File: config.mk
export PLATFORM = sky130hd
export DESIGN_NAME = taper_blend
export DESIGN_NICKNAME = d
export VERILOG_FILES = /design/src/hw/score_pkg.sv /design/src/hw/taper_blend.sv
export SDC_FILE = /design/constraint.sdc
export NUM_CORES = 1
export LEC_CHECK = 0
export BUFFER_PORTS_ARGS = -buffer_cell sky130_fd_sc_hd__buf_2
export CAP_MARGIN = 5
export CORE_MARGIN = 10
export CORE_UTILIZATION = 28
export DETAILED_ROUTE_END_ITERATION = 16
export HOLD_SLACK_MARGIN = 0.06
export SYNTH_ARGS = -nofsm -noshare
export SYNTH_HDL_FRONTEND = slang
export SYNTH_SLANG_ARGS = --single-unit
File: constraint.sdc
create_clock -name clk -period 9.65 [get_ports clk]
set_input_delay 1.4475 -clock clk [delete_from_list [all_inputs] [get_ports clk]]
set_output_delay 1.4475 -clock clk [all_outputs]
set_load 0.02 [all_outputs]
File: src/hw/score_pkg.sv
/* Score arithmetic constants and control states. Material sums are 20 bits signed,
   which covers any board of 64 legal pieces with room to spare */
package score_pkg;

   localparam int ACC_WIDTH = 20;     // Width of mg and eg material sums

   // Middlegame and endgame scores travel together
   typedef struct packed {
      logic signed [ACC_WIDTH-1:0] mg;
      logic signed [ACC_WIDTH-1:0] eg;
   } score_pair_t;

   // White piece values by piece code, black is the negation
   localparam score_pair_t PIECE_VALUE [8] = '{
      '{mg:    0, eg:   0},          // Empty
      '{mg:   82, eg:  94},          // Pawn
      '{mg:  337, eg: 281},          // Knight
      '{mg:  365, eg: 297},          // Bishop
      '{mg:  477, eg: 512},          // Rook
      '{mg: 1025, eg: 936},          // Queen
      '{mg:    0, eg:   0},          // King, no material weight
      '{mg:    0, eg:   0}           // Code 7 unused
   };

   // Game phase
   localparam int PHASE_MAX   = 62;  // Clamp for the non-pawn count
   localparam int PHASE_WIDTH = 6;   // Holds 0 to 62

   // Division by 62 done as multiply then shift
   localparam int SCALE_SHIFT = 20;
   localparam int SCALE_MUL   = (1 << SCALE_SHIFT) / PHASE_MAX;   // 16912, floored

   localparam int BLEND_LATENCY = 5; // Register stages in the blend pipeline

   // Control sequence
   typedef enum logic [2:0] {
      IDLE        = 3'd0,            // Waiting for a board_valid edge
      WAIT_ATTACK = 3'd1,            // Board captured, attack tables pending
      WAIT_EVAL   = 3'd2,            // Evaluators running
      WAIT_DRAIN  = 3'd3,            // Blend pipeline filling
      HOLD        = 3'd4             // Result presented until clear_eval
   } eval_state_e;

endpackage

File: src/hw/taper_blend.sv
`timescale 1ns/1ps
/* Tapered blend, five stages, accepts new inputs every cycle. The result wraps if it
   does not fit EVAL_WIDTH; phase above 62 gives a wrong endgame weight */
module taper_blend
#(
   parameter int EVAL_WIDTH = 16
)
(
   input  logic                              clk,
   input  score_pkg::score_pair_t            material,
   input  logic [score_pkg::PHASE_WIDTH-1:0] phase,
   output logic signed [EVAL_WIDTH-1:0]      eval
);
   import score_pkg::*;

   localparam int WEIGHT_WIDTH = PHASE_WIDTH + 1;           // Signed 0 to 62
   localparam int PROD_WIDTH   = ACC_WIDTH + WEIGHT_WIDTH;  // Score times weight
   localparam int SUM_WIDTH    = PROD_WIDTH + 1;
   localparam int MUL_WIDTH    = $clog2(SCALE_MUL + 1) + 1; // Signed scale factor
   localparam int SCALED_WIDTH = SUM_WIDTH + MUL_WIDTH;
   localparam int QUOT_WIDTH   = SCALED_WIDTH - SCALE_SHIFT;

   localparam logic signed [MUL_WIDTH-1:0]    SCALE      = MUL_WIDTH'(SCALE_MUL);
   localparam logic signed [SCALED_WIDTH-1:0] ROUND_BIAS = (SCALED_WIDTH'(1) << SCALE_SHIFT) - 1;

   logic signed [WEIGHT_WIDTH-1:0] mg_weight, eg_weight;
   logic signed [PROD_WIDTH-1:0]   mg_term, eg_term;   // Stage 1
   logic signed [SUM_WIDTH-1:0]    blend_sum;          // Stage 2
   logic signed [SCALED_WIDTH-1:0] scaled;             // Stage 3
   logic signed [SCALED_WIDTH-1:0] rounded;
   logic signed [QUOT_WIDTH-1:0]   quotient;           // Stage 4

   // Phase weights, mg by p, eg by 62 minus p
   always_comb
   begin
      mg_weight = $signed({1'b0, phase});
      eg_weight = WEIGHT_WIDTH'(PHASE_MAX - phase);
   end

   // Negative values biased so the shift rounds toward zero
   always_comb
   begin
      if (scaled[SCALED_WIDTH-1])
         rounded = scaled + ROUND_BIAS;
      else
         rounded = scaled;
   end

   always_ff @(posedge clk)
   begin
      mg_term   <= $signed(material.mg) * mg_weight;
      eg_term   <= $signed(material.eg) * eg_weight;
      blend_sum <= mg_term + eg_term;
      scaled    <= blend_sum * SCALE;                  // Approximates division by 62
      quotient  <= QUOT_WIDTH'(rounded >>> SCALE_SHIFT);
      eval      <= EVAL_WIDTH'(quotient);              // Truncate or sign-extend
   end

endmodule

==> Word-level counts from Yosys, hierarchy flattened <==
Index checks and enable logic that the tools add are counted.
{ "totals": {"latchBits": 0, "in_bits": 47, "word_cells": 13, "register_bits": 154, "output_inout_bits": 16, "memories": 0, "mem_bits_ro": 0, "ramBits": 0} }
{ "op_classes": {"eq_ne": 0, "n_mux": 1, "order_cmp": 0, "add_sub_neg": 3, "n_reduce_logical": 0, "div_mod_pow": 0, "mul": 3, "n_shift": 0, "n_bitwise": 0} }
{ "op_table": {"columns": ["op", "count"], "rows": [
  ["multiplier 20 x 7 -> 27 bit", 2],
  ["multiplier 28 x 12 -> 40 bit (second input constant)", 1],
  ["adder 36 x 21 -> 36 bit (second input constant)", 1],
  ["two-way mux 36 bit", 1],
  ["adder 27 x 27 -> 28 bit", 1],
  ["subtractor 6 x 6 -> 7 bit (first input constant)", 1]
]} }

==> Logic depth before layout (Yosys ltp) <==
Gate-level depths: netlist (run 1).
{ "logic_depth": {"depth_word": 2, "mapped_depth": 21, "mapped_depth_nobuf": 20} }

==> Least setup slack after synthesis (run 1) <==
Ideal clock, no wire load.
{ "synth_path": {"path_kind": "input to register", "startpoint": "in phase[0] in the netlist's numbering", "endpoint": "reg eg_term[22]", "setup_time_ns": 0.072, "path_slack_ns": 3.341, "required_ns": 9.578, "stages": 19, "arrival_time_ns": 6.237, "path_buffers": 2, "path_cell_list": "ha_1 > and3_1 > nand3_1 > clkbuf_1 > nor2_1 > fa_1 > fa_1 > inv_1 > fa_1 > fa_1 > inv_1 > ha_1 > buf_1 > and3_1 > a32o_1 > a311o_1 > a31o_4 > a31oi_4 > xnor2_1"} }
{ "synth_between": {"elab_chain_len": 2} }
{ "synth_rtl": {"columns": ["item", "line_no", "text"], "rows": [
  ["start: declaration", "taper_blend.sv:11", "input logic [score_pkg::PHASE_WIDTH-1:0] phase,"],
  ["subtractor 6 x 6 -> 7 bit", "taper_blend.sv:37", "eg_weight = WEIGHT_WIDTH'(PHASE_MAX - phase);"],
  ["multiplier 20 x 7 -> 27 bit", "taper_blend.sv:52", "eg_term <= $signed(material.eg) * eg_weight;"],
  ["end signal: assignment", "taper_blend.sv:52", null],
  ["end: declaration", "taper_blend.sv:27", "logic signed [PROD_WIDTH-1:0] mg_term, eg_term;"]
]} }
Every way passes these cells.

==> Final worst setup path (run 1) <==
{ "layout_path": {"startpoint": "in phase[0] in the netlist's numbering", "endpoint": "reg eg_term[16]"} }
The elaborated chain is that of the path after synthesis.

==> results of run 1 <==
## layer usage
metal  up-vias  track usage [%]  routed length, um
met5         -                0                  0
met4         0             2.99                728
li1       6323                -                  -
met3        52             1.50               1100
met2       185             18.1              17800
met1      6219             13.5              17500
## area by class of cell
type	count	area, um^2
multi-input cells	1398	12900
clock buffers	17	425
flip-flops and latches	147	2940
well taps	782	978
clock inverters	15	211
inverters	332	1250
fillers	6257	41600
repair buffers	66	340
## worst paths after layout
path	startpoint	end	depth (start not counted)	slack (ps)
max reg2reg	blend_sum[27]	scaled[43]	12	5680
min	quotient[0]	eval[0]	0	320
min reg2reg	quotient[0]	eval[0]	0	320
max	phase[0]	eg_term[16]	21	2350
## Yosys cell counts (all sizes together), types with 3 or more instances
cell | instances | area [um^2]
a2111oi | 3 | 26.3
a211o | 4 | 35.0
a211oi | 9 | 72.6
a21boi | 3 | 22.5
a21o | 39 | 293
a21oi | 103 | 515
a221o | 4 | 40.0
a311o | 3 | 30.0
a311oi | 5 | 43.8
a31oi | 8 | 80.1
a41oi | 3 | 26.3
and2 | 149 | 932
and3 | 14 | 87.6
clkbuf | 40 | 150
dfxtp | 147 | 2940
fa | 210 | 4200
ha | 229 | 2870
inv | 331 | 1240
nand2 | 135 | 507
nand2b | 21 | 131
nand3 | 32 | 160
nand4 | 14 | 87.6
nor2 | 77 | 289
nor2b | 23 | 144
nor3 | 21 | 105
nor3b | 3 | 22.5
nor4 | 10 | 62.6
o211ai | 6 | 45.0
o21a | 13 | 97.6
o21ai | 64 | 320
o21bai | 18 | 135
o22ai | 3 | 18.8
o311ai | 6 | 52.6
or2 | 6 | 37.5
or3 | 5 | 31.3
or3b | 4 | 35.0
xnor2 | 94 | 823
xor2 | 27 | 236
## metrics by stage
stage | std cells | worst slack (ps) | instance area [um^2]
4_1_cts | 2757 | 2160 | 19000
5_1_grt | 2757 | 2070 | 19100
3_3_place_gp | 2725 | 1900 | 18400
6_report | 2757 | 2350 | 19100
3_5_place_dp | 2725 | 1710 | 18400
2_1_floorplan | 1918 | 3340 | 17200
## worst max-delay path: cells and delay by family
kind / cells / cell delay, ps
compound gates: 5 / 1120
fa+ha+maj: 6 / 2750
buf+inv: 5 / 1000
simple gates: 5 / 1300
## registers in the layout, indices dropped and copies added, names as in the netlist
| signal | flops |
|---|---|
| blend_sum | 28 |
| eg_term | 27 |
| mg_term | 27 |
| quotient | 16 |
| eval | 16 |
| scaled | 33 |
## cells by family (layout without fill, tap and decap cells)
group                      count (synthesis)  count (layout)  share of synthesized area (%)
DFF                                      147             147                           17.1
xor gates and xnor gates                 121             121                           6.15
buffers and inverters                    373             430                           8.12
AOI/OAI and AO/OA                        313             313                           11.8
and+or+nand+nor                          523             523                           15.7
adders and majority gates                439             439                           41.0
muxes                                      2               2                          0.116
==> metrics.yaml, run 1 <==
sta:
  tns_ps: 0
  finalHoldViolCount: 0
  min_period_over_period_pct: 75.7
  hold_slack_ps: 324
  finalSetupViolations: 0
  rsz0062_at_grt: "false"
  max_freq_mhz: 137
  skew_ps: 10.7
  worst_pin_slew_ps: 792
  finalMaxSlewViolations: 0
  finalWorstPathRequiredPeriod_ps: 7300
  slew_headroom_pct: 47.1
synthesis:
  synthFlopType: "dfxtp_1"
  postSynthAreaPerCell_um2: 8.99
  syn_area_mm2: 0.0172
  yosysWarnings: 0
  synthesis.instances: 1918
  synth_edf_count: 0
  synth_cell_types: 69
  ys_seq_area_share_pct: 17.1
  async_flop_share_pct: 0
  synth_nets: 2404
  ys_seq_elements: 147
clock_tree:
  cts_post_setup_buffers_inserted: 0
  cts.sinks: 147
  clkLatencyLatePin_ps: 430
  cts_resized: 0
  cts_buffers: 17
  clock_path_buffers: 2
  clkTransAtPathRegs_ps: 70
  cts_hold_buf: 0
  root_buffer: "clkbuf_16"
  cts_max_level: 4
  cts_tree: "built"
floorplanning:
  initial_utilization_pct: 28.4
  io_pins: 63
  die_w_um: 268
  fp-row-count: 90
  core_mm2: 0.0607
  die-area_mm2: 0.0719
  fp.dieH_um: 268
detailed_routing:
  route.detailed.drc: 0
  ant_nets: 0
  num_vias: 12779
  drt_first_pass_iters: 5
  wl_per_cell_um: 13.5
  drt_iter0_drc: 622
  viasPerCell: 4.64
  routed_wl_um: 37100
setup_path:
  start_kind: "input port"
  cp_slowest_cell: "fa_1"
  cp_data_required_time_ps: 9990
  slowest_delay_ps: 550
  worst_ep_arrival_time_ps: 7640
  path_cells: "buf_2 -> ha_1 -> and3_1 -> nand3_1 -> buf_4 -> or2_2 -> fa_1 -> fa_1 -> inv_1 -> fa_1 -> inv_1 -> fa_1 -> inv_1 -> ha_1 -> o21ai_1 -> nor3_1 -> o41a_1 -> o21ai_1 -> a22o_1 -> or4b_1 -> o311ai_1"
  cp-end-kind: "register"
  cpMostUsedCell: "fa_1"
  worst-setup-path-type: "in2reg"
  worstPathMaxFanout: 43
cells_and_area:
  final_common_cell: "inv_1"
  utilization_pct: 31.4
  final_cell_mix: "inv_1 (331), ha_1 (229), fa_1 (210)"
  area_delta_synth_final_pct: 10.5
  final_nets: 2448
  drive_gt1_share_pct: 5.72
  diodes: 0
worst_hold_path:
  worstHoldPathType: "reg2reg"
run:
  maxCapViolations: 0
grt:
  grt_pass1_wl_um: 63300
  antenna_found_initial: 0
  grt_use_total_pct: 10.5
  grt_max_degree: 44
  grt-ovfl-total: 0
  grt_pass1_vias: 13202
placed_design:
  dp_hpwl_um: 31600
  port_buffers: 62
  globalplace.congestion: 0.861
outcome:
  outcome: "complete, no violations"
Power of run 1 is not shown: default switching activity piles up to over one toggle a cycle in this logic, so the estimate is an artifact.
==> run 2, diff against run 1 <==
==> constraint.sdc (replaced) <==
create_clock -name clk -period 7.05 [get_ports clk]
set_input_delay 1.0575 -clock clk [delete_from_list [all_inputs] [get_ports clk]]
set_output_delay 1.0575 -clock clk [all_outputs]
set_load 0.02 [all_outputs]
==> metrics.yaml, run 2 (synthesis gave the netlist of run 1 again) <==
setup_path:
  r2r_cells: 12
  regToRegSetupSlack_ps: 3130
  r2r-start: "blend_sum[27]"
  worst_ep_arrival_time_ps: 6590
  cp-end-kind: "register"
  cp_data_required_time_ps: 7370
  worst-setup-path-type: "in2reg"
  r2r-end: "scaled[43]"
  start_kind: "input port"
  worstPathMaxFanout: 42
grt:
  grt_use_total_pct: 10.6
  grt_pass1_vias: 13388
  antenna_found_initial: 0
  grt_pass1_wl_um: 64200
  grt_max_degree: 43
  grt-ovfl-total: 0
worst_hold_path:
  min_to: "eval[0]"
  hold_start: "quotient[0]"
  worstHoldPathType: "reg2reg"
  min_delay_path_depth: 0
detailed_routing:
  route.detailed.drc: 0
  wl_per_cell_um: 13.4
  drt_first_pass_iters: 5
  ant_nets: 0
  drt_iter0_drc: 553
  num_vias: 12736
  routed_wl_um: 37000
  viasPerCell: 4.61
clock_tree:
  clkTransAtPathRegs_ps: 70
  cts_max_level: 4
  cts_resized: 0
  cts_tree: "built"
  root_buffer: "clkbuf_16"
  cts_hold_buf: 0
  cts_post_setup_buffers_inserted: 0
  clock_path_buffers: 2
  cts_buffers: 17
  cts.sinks: 147
  clkLatencyLatePin_ps: 430
cells_and_area:
  reg.largest.list: "scaled: 33 flops, blend_sum: 28 flops"
  drive_gt1_share_pct: 5.86
  ff_latch_area_mm2: 0.00294
  final_cell_mix: "inv_1 (331), ha_1 (229), fa_1 (210)"
  largest_reg_flops: 33
  multi_input_area_mm2: 0.0129
  area_delta_synth_final_pct: 10.5
  largest_register: "scaled"
  fillers: 6288
  final_nets: 2452
  diodes: 0
  final_common_cell: "inv_1"
sta:
  max_freq_mhz: 160
  finalHoldViolCount: 0
  worst_pin_slew_ps: 758
  rsz0062_at_grt: "false"
  finalSetupViolations: 0
  hold_slack_ps: 322
  min_period_over_period_pct: 88.9
  tns_ps: 0
  finalMaxSlewViolations: 0
  finalWorstPathRequiredPeriod_ps: 6270
  slew_headroom_pct: 49.5
  skew_ps: 12.6
floorplanning:
  fp-row-count: 90
  io_pins: 63
  fp.dieH_um: 268
  die-area_mm2: 0.0719
  core_mm2: 0.0607
  initial_utilization_pct: 28.4
  die_w_um: 268
placed_design:
  dp_hpwl_um: 31500
  port_buffers: 62
  globalplace.congestion: 0.838
run:
  maxCapViolations: 0
outcome:
  outcome: "complete, no violations"
[run 2: changes by cell type in the layout (fill, tap and decap cells not counted)]
cell | before | now
clkinv_8 | 4 | 0
inv_8 | 4 | 6
buf_4 | 4 | 8
clkinvlp_4 | 2 | 3
xor2_1 | 26 | 27
inv_6 | 3 | 4
xor2_2 | 1 | 0
[run 2: how the worst max path moves through the flow]
| stage | endpoint | startpoint | slack [ps] | depth (start not counted) |
|---|---|---|---|---|
| 2_1_floorplan | eg_term[22] | phase[0] | 1130 | 19 |
| 3_3_place_gp | eg_term[22] | phase[0] | 430 | 22 |
| 3_5_place_dp | eg_term[26] | phase[0] | 340 | 21 |
| 4_1_cts | eg_term[26] | phase[0] | 790 | 21 |
| 5_1_grt | eg_term[23] | phase[0] | 520 | 21 |
| 6_report | eg_term[26] | phase[0] | 780 | 21 |
[run 2: per-stage QoR]
| step | cell area [um^2] | utilization, % | setup slack [ps] | instances |
|---|---|---|---|---|
| floorplan | 17200 | - | 1130 | 1918 |
| global placement | 18400 | 30.4 | 427 | 2729 |
| detailed placement | 18400 | 30.4 | 341 | 2729 |
| CTS | 19000 | 31.4 | 792 | 2761 |
| global route | 19000 | 31.4 | 518 | 2761 |
| finish | 19000 | 31.4 | 783 | 2761 |
[run 2: metal layers]
layer	vias to the layer above	part of all wire, %	global-route usage, %
met1	6160	47	13.9
met3	27	4.1	1.60
met5	-	0	0
li1	6317	-	-
met4	0	1.1	1.95
met2	232	48	18.4
[run 2: area by class of cell]
type                    instances  area share (%)
multi-input cells            1398            67.7
clock inverters                15           0.972
repair buffers                 70            1.94
inverters                     332            6.54
clock buffers                  17            2.23
well taps                     782            5.14
flip-flops and latches        147            15.5
[run 2: critical path, cell delays in order]
cell	delay, ps
buf_2	90
buf_4	340
and3_1	210
nand3_1	90
xor2_1	210
buf_4	260
nand2_1	110
fa_1	490
fa_1	550
inv_1	60
fa_1	530
inv_1	60
fa_1	530
inv_1	50
ha_1	340
o21ai_1	120
nor3_1	90
o41a_1	440
a311o_1	360
a31o_4	300
o311ai_1	290
Power of run 2 is left out for the same reason.
==> run 3, diff against run 2 <==
==> constraint.sdc (replaced) <==
create_clock -name clk -period 5.38 [get_ports clk]
set_input_delay 0.807 -clock clk [delete_from_list [all_inputs] [get_ports clk]]
set_output_delay 0.807 -clock clk [all_outputs]
set_load 0.1 [all_outputs]
==> metrics.yaml, run 3 (synthesis gave the netlist of run 1 again) <==
detailed_routing:
  viasPerCell: 4.57
  num_vias: 13209
  route.detailed.drc: 0
  wl_met3_um: 1190
  drt_iter0_drc: 599
  wl_met2_um: 19200
  routed_wl_um: 39000
  highest_layer: "met5"
  ant_nets: 0
  wl_per_cell_um: 13.5
  wl_met1_um: 18200
  drt_first_pass_iters: 5
grt:
  grt_use_total_pct: 10.7
  grt-ovfl-total: 0
  grt_pass1_wl_um: 64600
  antenna_found_initial: 1
  grt_pass1_vias: 13699
  grt_max_degree: 21
clock_tree:
  cts_hold_buf: 0
  cts_tree: "built"
  cts.sinks: 147
  clkTransAtPathRegs_ps: 70
  cts_max_level: 4
  cts_buffers: 17
  clkLatencyLatePin_ps: 430
  root_buffer: "clkbuf_16"
  clock_path_buffers: 2
floorplanning:
  fp-row-count: 90
  initial_utilization_pct: 28.4
  fp.dieH_um: 268
  core_mm2: 0.0607
  io_pins: 63
  die-area_mm2: 0.0719
  die_w_um: 268
setup_path:
  worst-setup-path-type: "in2reg"
  cp_data_required_time_ps: 5720
  start_kind: "input port"
  worstPathMaxFanout: 5
  cp_slowest_cell: "fa_1"
  worst_ep_arrival_time_ps: 5640
  cp-end-kind: "register"
  cpMostUsedCell: "fa_1"
  slowest_delay_ps: 510
  path_cells: "buf_4 -> buf_6 -> and3_4 -> nand3_4 -> xor2_4 -> buf_6 -> and2_4 -> fa_1 -> fa_1 -> fa_1 -> inv_1 -> fa_1 -> inv_2 -> ha_4 -> a21oi_4 -> nor2b_4 -> o41a_1 -> o21ai_2 -> a22o_1 -> or4b_4 -> o311ai_2"
sta:
  tns_ps: 0
  skew_ps: 11.4
  slew_headroom_pct: 60.0
  finalMaxSlewViolations: 0
  finalSetupViolations: 0
  finalHoldViolCount: 0
  rsz0062_at_grt: "true"
  setup_ws_ps: 82.2
  finalWorstPathRequiredPeriod_ps: 5300
  min_period_over_period_pct: 98.5
  worst_pin_slew_ps: 586
  max_freq_mhz: 189
cells_and_area:
  final_common_cell: "inv_1"
  final_cell_mix: "inv_1 (325), ha_1 (216), fa_1 (208)"
  diodes: 0
  fillers: 6182
  drive_gt1_share_pct: 14.6
  largest_reg_flops: 33
  largest_register: "scaled"
  final_nets: 2582
  area_delta_synth_final_pct: 19.7
  reg.largest.list: "scaled: 33 flops, blend_sum: 28 flops"
placed_design:
  port_buffers: 62
  dp_hpwl_um: 32400
  dpl_worst_slack_ps: -618
  globalplace.congestion: 0.847
outcome:
  outcome: "complete, no violations"
run:
  maxCapViolations: 0
worst_hold_path:
  worstHoldPathType: "reg2reg"
## run 3: cell types whose count changed in the layout (fill, tap and decap cells not counted), moves of 7 or more
cell,previous run,this run
buf_4,8,122
buf_6,0,7
ha_1,229,216
and2_1,148,140
ha_4,0,13
and2_4,0,8
## run 3: final cells by class
type | instances | area (um^2) | share of cell area (%)
multi-input combinational | 1398 | 13300 | 64.6
sequential | 147 | 2940 | 14.3
timing repair buffer | 200 | 1500 | 7.27
inverter | 332 | 1250 | 6.04
tap | 782 | 978 | 4.74
clock buffer | 17 | 425 | 2.06
clock inverter | 15 | 205 | 0.995
## run 3: what timing repair did
action                                  in CTS  in global routing
resized for setup                           15                 53
endpoints found under the setup margin       9                 13
cloned                                       2                  3
setup buffers                                3                 12
pin swaps                                   12                 44
## run 3: path summary, 6_finish.rpt
check	end	start	slack, ps	depth (start not counted)
setup / recovery	eg_term[16]	phase[1]	80	21
setup reg to reg	scaled[43]	blend_sum[27]	1320	12
hold / removal	eval[13]	quotient[13]	330	0
hold reg to reg	eval[13]	quotient[13]	330	0
## run 3: worst max-delay path: cells and delay by family
kind / cells / cell delay, ps
buf+inv: 5 / 520
fa+ha+maj: 5 / 2150
simple gates: 5 / 920
compound gates: 5 / 1040
xor+xnor: 1 / 200
## run 3: through the flow
stage	instance area [um^2]	utilization, %	std cells	hold slack, ps
floorplan	17400	-	1918	310
global route	20600	34.0	2891	332
CTS	20200	33.3	2876	326
finish	20600	34.0	2891	326
global placement	19500	32.1	2840	314
detailed placement	19500	32.1	2840	312
## run 3: routing by layer
metal  track usage, %  up-vias
met4             2.20        2
met3             1.38       34
met5                0        -
met1             13.8     6409
li1                 -     6583
met2             18.8      181
Power of run 3 is left out for the same reason.
